===== config.mk =====
export PLATFORM = sky130hd
export DESIGN_NAME = floor_logic_top
export DESIGN_NICKNAME = d
export VERILOG_FILES = /design/src/source/elevator_pkg.sv /design/src/source/request_latch.sv /design/src/source/target_selector.sv /design/src/source/dispatch_control.sv /design/src/source/floor_logic_top.sv
export SDC_FILE = /design/constraint.sdc
export NUM_CORES = 1
export LEC_CHECK = 0
export BUFFER_PORTS_ARGS = -buffer_cell sky130_fd_sc_hd__buf_2
export CORE_ASPECT_RATIO = 0.9
export CORE_MARGIN = 8
export CORE_UTILIZATION = 45
export CTS_CLUSTER_DIAMETER = 100
export DETAILED_ROUTE_END_ITERATION = 7
export PLACE_DENSITY_LB_ADDON = 0.2
export SLEW_MARGIN = 20
export SYNTH_ARGS = -nofsm -noshare
export SYNTH_HDL_FRONTEND = slang
export SYNTH_HIERARCHICAL = 1
export SYNTH_SLANG_ARGS = --single-unit

===== constraint.sdc =====
create_clock -name clk -period 2.55 [get_ports clk]
set_input_delay 0.51 -clock clk [delete_from_list [all_inputs] [get_ports clk]]
set_output_delay 0.51 -clock clk [all_outputs]
set_load 0.1 [all_outputs]

===== src/source/elevator_pkg.sv =====
package elevator_pkg;

    //////////////////////////////
    // Building geometry
    //////////////////////////////

    // Eleven floors with floor 1 at index 0 and floor 11 at index 10
    localparam int NUM_FLOORS = 11;
    localparam int FLOOR_W    = $clog2(NUM_FLOORS);

    // Sweep direction reverses once per scan period
    localparam int SCAN_PERIOD = 11;
    localparam int SCAN_W      = $clog2(SCAN_PERIOD);

    //////////////////////////////
    // Floor types
    //////////////////////////////

    typedef logic [FLOOR_W-1:0]    floor_t;
    typedef logic [NUM_FLOORS-1:0] floor_mask_t;

    //////////////////////////////
    // Port bundles
    //////////////////////////////

    // Raw button inputs from hall calls and car panel
    typedef struct packed {
        floor_mask_t call;
        floor_mask_t panel;
        logic        door_open;
        logic        door_close;
    } buttons_t;

    // Reported by the motion FSM
    typedef struct packed {
        floor_t current_floor;
        logic   moving;
    } car_status_t;

    // Command to the motion FSM
    typedef struct packed {
        floor_t target_floor;
        logic   sweep_up;
        logic   activate;
    } dispatch_t;

    // Door permissions
    typedef struct packed {
        logic open_allowed;
        logic close_allowed;
    } door_cmd_t;

    // Button illumination
    typedef struct packed {
        floor_mask_t call;
        floor_mask_t panel;
    } lights_t;

endpackage


===== src/source/request_latch.sv =====
`timescale 1ns/100ps

module request_latch
    import elevator_pkg::*;
(
    input  logic        clk,
    input  logic        reset_n,
    input  floor_mask_t buttons,
    input  logic        accept,
    input  floor_mask_t here_mask,
    input  logic        arrive,
    output floor_mask_t lights
);

    floor_mask_t set_mask;
    floor_mask_t clear_mask;
    floor_mask_t lights_next;

    //////////////////////////////
    // Set and clear terms
    //////////////////////////////

    // Every accepted press latches, except the one for the floor the car is at
    assign set_mask = accept ? (buttons & ~here_mask) : '0;

    // Stopped car at a floor drops that floor's request
    assign clear_mask = arrive ? here_mask : '0;

    assign lights_next = (lights | set_mask) & ~clear_mask;

    //////////////////////////////
    // Request lights
    //////////////////////////////

    always_ff @(posedge clk or negedge reset_n) begin
        if (!reset_n) begin
            lights <= '0;
        end else begin
            lights <= lights_next;
        end
    end

    //////////////////////////////
    // Checks
    //////////////////////////////

    // Floor where the car stood at the arrival edge is dark afterwards
    a_arrive_clears : assert property (
        @(posedge clk) disable iff (!reset_n)
        arrive |=> ((lights & $past(here_mask)) == '0)
    ) else $error("request light still lit one cycle after arrival");

endmodule


===== src/source/target_selector.sv =====
`timescale 1ns/100ps

module target_selector
    import elevator_pkg::*;
(
    input  logic        clk,
    input  logic        reset_n,
    input  floor_mask_t pending,
    input  logic        sweep_up,
    input  floor_t      current_floor,
    input  logic        reselect,
    output floor_t      target
);

    floor_t highest;
    floor_t lowest;
    floor_t next_target;
    logic   any_pending;

    //////////////////////////////
    // Priority searches
    //////////////////////////////

    // Upward scan where the last set bit seen wins
    always_comb begin
        highest = '0;
        for (int i = 0; i < NUM_FLOORS; i++) begin
            if (pending[i]) begin
                highest = floor_t'(i);
            end
        end
    end

    // Downward scan so the lowest set bit wins
    always_comb begin
        lowest = '0;
        for (int i = NUM_FLOORS - 1; i >= 0; i--) begin
            if (pending[i]) begin
                lowest = floor_t'(i);
            end
        end
    end

    assign any_pending = |pending;

    //////////////////////////////
    // Target choice
    //////////////////////////////

    // Nothing to serve so stay where the car already is
    always_comb begin
        if (!any_pending) begin
            next_target = current_floor;
        end else if (sweep_up) begin
            next_target = highest;
        end else begin
            next_target = lowest;
        end
    end

    // Target is only re-evaluated once the car has reached the old one
    always_ff @(posedge clk or negedge reset_n) begin
        if (!reset_n) begin
            target <= '0;
        end else if (reselect) begin
            target <= next_target;
        end
    end

    //////////////////////////////
    // Checks
    //////////////////////////////

    // Relies on the motion FSM reporting only valid floors
    a_target_range : assert property (
        @(posedge clk) disable iff (!reset_n)
        target < floor_t'(NUM_FLOORS)
    ) else $error("target floor %0d out of range", target);

endmodule


===== src/source/dispatch_control.sv =====
`timescale 1ns/100ps

module dispatch_control
    import elevator_pkg::*;
(
    input  logic        clk,
    input  logic        reset_n,
    input  logic        power_switch,
    input  logic        emergency_btn,
    input  logic        door_open,
    input  logic        door_close,
    input  car_status_t car,
    input  floor_t      target,
    output logic        accept,
    output floor_mask_t here_mask,
    output logic        arrive,
    output logic        reselect,
    output dispatch_t   dispatch,
    output door_cmd_t   door
);

    logic [SCAN_W-1:0] scan_count;
    logic              scan_wrap;
    logic              sweep_up;
    logic              stopped;
    logic              at_target;
    logic              activate;

    //////////////////////////////
    // Scan timer and sweep
    //////////////////////////////

    // Timer runs 0 .. SCAN_PERIOD-1 and wraps
    assign scan_wrap = (scan_count == SCAN_W'(SCAN_PERIOD - 1));

    always_ff @(posedge clk or negedge reset_n) begin
        if (!reset_n) begin
            scan_count <= '0;
        end else if (scan_wrap) begin
            scan_count <= '0;
        end else begin
            scan_count <= scan_count + 1'b1;
        end
    end

    // Direction flips on each wrap and starts going up
    always_ff @(posedge clk or negedge reset_n) begin
        if (!reset_n) begin
            sweep_up <= 1'b1;
        end else if (scan_wrap) begin
            sweep_up <= ~sweep_up;
        end
    end

    //////////////////////////////
    // Gating strobes
    //////////////////////////////

    assign stopped   = ~car.moving;
    assign at_target = (target == car.current_floor);

    // Requests only count with power on and no emergency
    assign accept = power_switch & ~emergency_btn;

    // One-hot of where the car is
    assign here_mask = floor_mask_t'(1) << car.current_floor;

    assign arrive   = stopped & power_switch;
    assign reselect = stopped & at_target;

    //////////////////////////////
    // Motion command
    //////////////////////////////

    // Send the car off whenever a new target differs from its position
    assign activate = accept & stopped & ~at_target;

    assign dispatch = '{
        target_floor: target,
        sweep_up:     sweep_up,
        activate:     activate
    };

    //////////////////////////////
    // Door permissions
    //////////////////////////////

    // Doors are locked out while moving or unpowered
    assign door.open_allowed  = door_open & stopped & power_switch;
    assign door.close_allowed = door_close & stopped & power_switch;

    //////////////////////////////
    // Checks
    //////////////////////////////

    a_no_activate_moving : assert property (
        @(posedge clk) disable iff (!reset_n)
        car.moving |-> !dispatch.activate
    ) else $error("activate raised while the car is moving");

endmodule


===== src/source/floor_logic_top.sv =====
`timescale 1ns/100ps

module floor_logic_top
    import elevator_pkg::*;
(
    input  logic        clk,
    input  logic        reset_n,
    input  buttons_t    buttons,
    input  logic        power_switch,
    input  logic        emergency_btn,
    input  car_status_t car,
    output dispatch_t   dispatch,
    output door_cmd_t   door,
    output lights_t     lights
);

    logic        accept;
    logic        arrive;
    logic        reselect;
    floor_mask_t here_mask;
    floor_mask_t call_lights;
    floor_mask_t panel_lights;
    floor_mask_t pending;
    floor_t      target;

    //////////////////////////////
    // Request lights
    //////////////////////////////

    // Hall call buttons
    request_latch call_latch (
        .clk       (clk),
        .reset_n   (reset_n),
        .buttons   (buttons.call),
        .accept    (accept),
        .here_mask (here_mask),
        .arrive    (arrive),
        .lights    (call_lights)
    );

    // Car panel buttons
    request_latch panel_latch (
        .clk       (clk),
        .reset_n   (reset_n),
        .buttons   (buttons.panel),
        .accept    (accept),
        .here_mask (here_mask),
        .arrive    (arrive),
        .lights    (panel_lights)
    );

    assign lights = '{call: call_lights, panel: panel_lights};

    // A floor is wanted if either light is on
    assign pending = call_lights | panel_lights;

    //////////////////////////////
    // Target and control
    //////////////////////////////

    target_selector selector (
        .clk           (clk),
        .reset_n       (reset_n),
        .pending       (pending),
        .sweep_up      (dispatch.sweep_up),
        .current_floor (car.current_floor),
        .reselect      (reselect),
        .target        (target)
    );

    dispatch_control control (
        .clk           (clk),
        .reset_n       (reset_n),
        .power_switch  (power_switch),
        .emergency_btn (emergency_btn),
        .door_open     (buttons.door_open),
        .door_close    (buttons.door_close),
        .car           (car),
        .target        (target),
        .accept        (accept),
        .here_mask     (here_mask),
        .arrive        (arrive),
        .reselect      (reselect),
        .dispatch      (dispatch),
        .door          (door)
    );

endmodule


==> key figures <==
Timing
  • RSZ-0062 raised after global routing: false
  • TNS Setup: 0 ns
  • Endpoints failing hold: 0
  • Setup-failing EPs final: 0
  • Max-slew headroom: 55.1%
  • Tcrit/Tclk final: between 70% and 80%
  • Tightest Pin Transition: 0.673 ns
  • Minimum clock period: 1.94 ns
  • Fin Clk Skew: 0.00280 ns
  • Max-slew violation count: 0
  • Max Freq: 516 MHz

Critical path
  • CP Max Fanout: 5
  • Crit-path max cell delay: a little under 0.6 ns
  • Most used cell, CP: a21oi_1
  • R2r startpoint: panel_latch/lights[7]
  • Crit end category: register
  • WP data required: 2.68 ns
  • Reg-to-Reg End: selector/target[2]
  • R2R depth: 6
  • Startpoint Class: register
  • Crit-path slowest cell: or4_4
  • CP Cell Sequence: or2_1, or4_4, a2bb2oi_1, nor2_1, a21oi_1, a21oi_1
  • Kind of critical path: reg -> reg
  • WP data arrival: ~2.1 ns
  • Reg2reg setup slack: 0.61 ns

GRT
  • Met2 Track Usage GR: about a quarter
  • Most Used Layer, Global Route: met2
  • Global route total overflow: 0
  • Met3 Use GR: between 6 and 7%
  • Global-route wire length before repair: 8160 µm
  • Routing usage on met1: 18.4%
  • Vias in the first global route: around 1700
  • All-Layer GR Usage: between 10% and 20%
  • Initial antenna violation count: 0
  • Largest net degree at the start of global routing: 32

Detailed routing
  • Drt total wl: 4880 µm
  • Average via count per standard cell: ~5
  • Final ANT Viol Nets: 0
  • Via count: approximately 1700
  • Drt drc: 0
  • Wire length per cell: around 15 µm
  • Router iterations before antenna repair: 4
  • Initial drt markers: 77

Placement
  • # port buffers: between 60 and 70
  • GP Congestion: 0.866
  • Hpwl dp: 3820 µm

Finish
  • Register area: 777 µm²
  • Most frequent cells in the layout: buf_2 (59), dfrtp_1 (30), a21oi_1 (28)
  • Ant. Diodes: 0
  • Share of layout cells above drive strength 1: 41.7%
  • Most common library cell in the layout ignoring fill and taps: buf_2
  • Final nets: 298
  • Area of the multi-input gates: around 1100 µm²
  • Layout area overhead: 21.6%
  • Fill cells: 400

Yosys
  • Mapped Cells: 205
  • Synth area leaders: dfrtp_1 (37%), nand2b_4 (12%), a21oi_2 (7.8%), a21oi_1 (6.9%), nand2b_1 (3.7%)
  • Synth Area per Inst: roughly 9.9 µm²
  • Mapped Nets: 238
  • Prevailing post-synth register cell: dfrtp_1
  • Library cells used by synthesis: 38
  • Post-synth EDFFs: 0
  • Synth Register Bits: 31
  • Share of the synthesized area in the top cell type: around 37%
  • Seq/Total Area, Yosys: between 30% and 40%
  • Asr flop ratio synth: 100%
  • Leading area contributor after synthesis: dfrtp_1
  • Synthesis warning total: 6
  • Mapped Area: 2020 µm²

Power
  • Max VDD drop: 0.540 mV
  • Pint: 0.00102 W
  • Net Sw Frac: 53.9%
  • Total power: 0.00221 W
  • Pwr/cell area: 898 nW/µm²
  • Combinational share of power: 52.0%
  • Clock Power Share: 16.4%
  • Net Sw Power: 0.00119 W
  • Leak pwr: 1.04 nW
  • Seq pwr share: about a third

CTS
  • Num CTS Buffers: 5
  • CTS sink count: 31
  • Clock Tree Buf Depth: 2
  • Post-CTS setup buffers: 0
  • PostCTS Resize Cnt: 0
  • Worst-path clk slew: 0.06 ns
  • Clock latency on the worst-skew pair: 0.27 ns
  • CTS tree: done
  • # hold bufs at CTS: 0
  • Root Buffer: clkbuf_8
  • Number of H-tree levels: 2

Die
  • Initial Util: 46.0%
  • Die area: 6900 µm²
  • Core area: about 4400 µm²
  • DIE HEIGHT: 79.6 µm
  • Die X: 86.7 µm
  • # IOs: 63
  • Cell row count: 23

Run status
  • Status: finished clean

Worst hold path
  • Worst hold-check path type: in -> async

Job
  • Max Cap Viol: 0
registers in the layout, indices dropped and copies added (netlist names):
| register | cells |
|---|---|
| selector/target | 4 |
| call_latch/lights | 11 |
| control/sweep_up | 1 |
| control/scan_count | 4 |
| panel_latch/lights | 11 |
worst max-delay path, delay by kind of cell, from the launching register on:
family             cells  cell delay, ns
AOI/OAI and AO/OA      3            0.42
and+or+nand+nor        3            0.95
DFF                    1            0.43
area by class of cell:
class	instances	share of cell area (%)
Multi-Input combinational cell	159	46.3
Sequential cell	31	31.6
Timing Repair Buffer	64	15.1
Tap cell	62	3.15
Clock buffer	7	3.10
Inverter	4	0.610
Clock inverter	1	0.203
through the flow:
step	hold WS, ns	instance area (µm²)	std cells	utilization, %	worst slack, ns
5_1_grt	0.318	2460	328	55.9	0.517
3_5_place_dp	0.519	2380	320	54.0	0.649
2_1_floorplan	0.214	2020	205	-	0.292
4_1_cts	0.297	2460	328	55.9	0.629
6_report	0.269	2460	328	55.9	0.612
3_3_place_gp	0.506	2380	320	54.0	0.674
power groups by stage:
stage	registers [W]	clock network [W]	logic, W
finish	0.000698	0.000363	0.00115
global route	0.000719	0.000404	0.00120
CTS	0.000699	0.000376	0.00116
detailed placement	0.000707	0	0.00115
global placement	0.000708	0	0.00115
floorplan	0.00114	0	0.000569
metal layers:
layer,vias to the layer above,wire (µm)
met4,0,29
met5,-,0
li1,831,-
met1,782,2170
met3,2,359
met2,52,2320
synth_stat cells, drive strengths merged (3+ instances only):
cell type  count
nor2          19
nor2b          3
or2           11
a21oi         46
xnor2          5
and3b          3
nand2          4
dfrtp         30
inv            4
nor3           6
a211oi         3
buf           10
o21ai          5
a2bb2oi        3
nand2b        30
worst max path at each step:
| stage | end | depth (start not counted) | from |
|---|---|---|---|
| after floorplan | selector/target[2] | 6 | panel_latch/lights[7] |
| after global routing | selector/target[2] | 6 | call_latch/lights[7] |
| after global placement | selector/target[2] | 6 | panel_latch/lights[7] |
| final | selector/target[2] | 6 | panel_latch/lights[7] |
| after detailed placement | selector/target[2] | 6 | panel_latch/lights[7] |
| after CTS | selector/target[2] | 6 | panel_latch/lights[7] |
kinds of logic (layout without fill, tap and decap cells):
| logic type | Yosys count | count (layout) | synth area share [%] |
|---|---|---|---|
| mux | 1 | 1 | 0.557 |
| simple gates | 86 | 86 | 31.4 |
| xor+xnor | 6 | 6 | 2.60 |
| flops | 31 | 31 | 38.4 |
| compound gates | 66 | 66 | 21.8 |
| buf+inv | 15 | 76 | 5.32 |
Power figures use the tool's default switching activity.
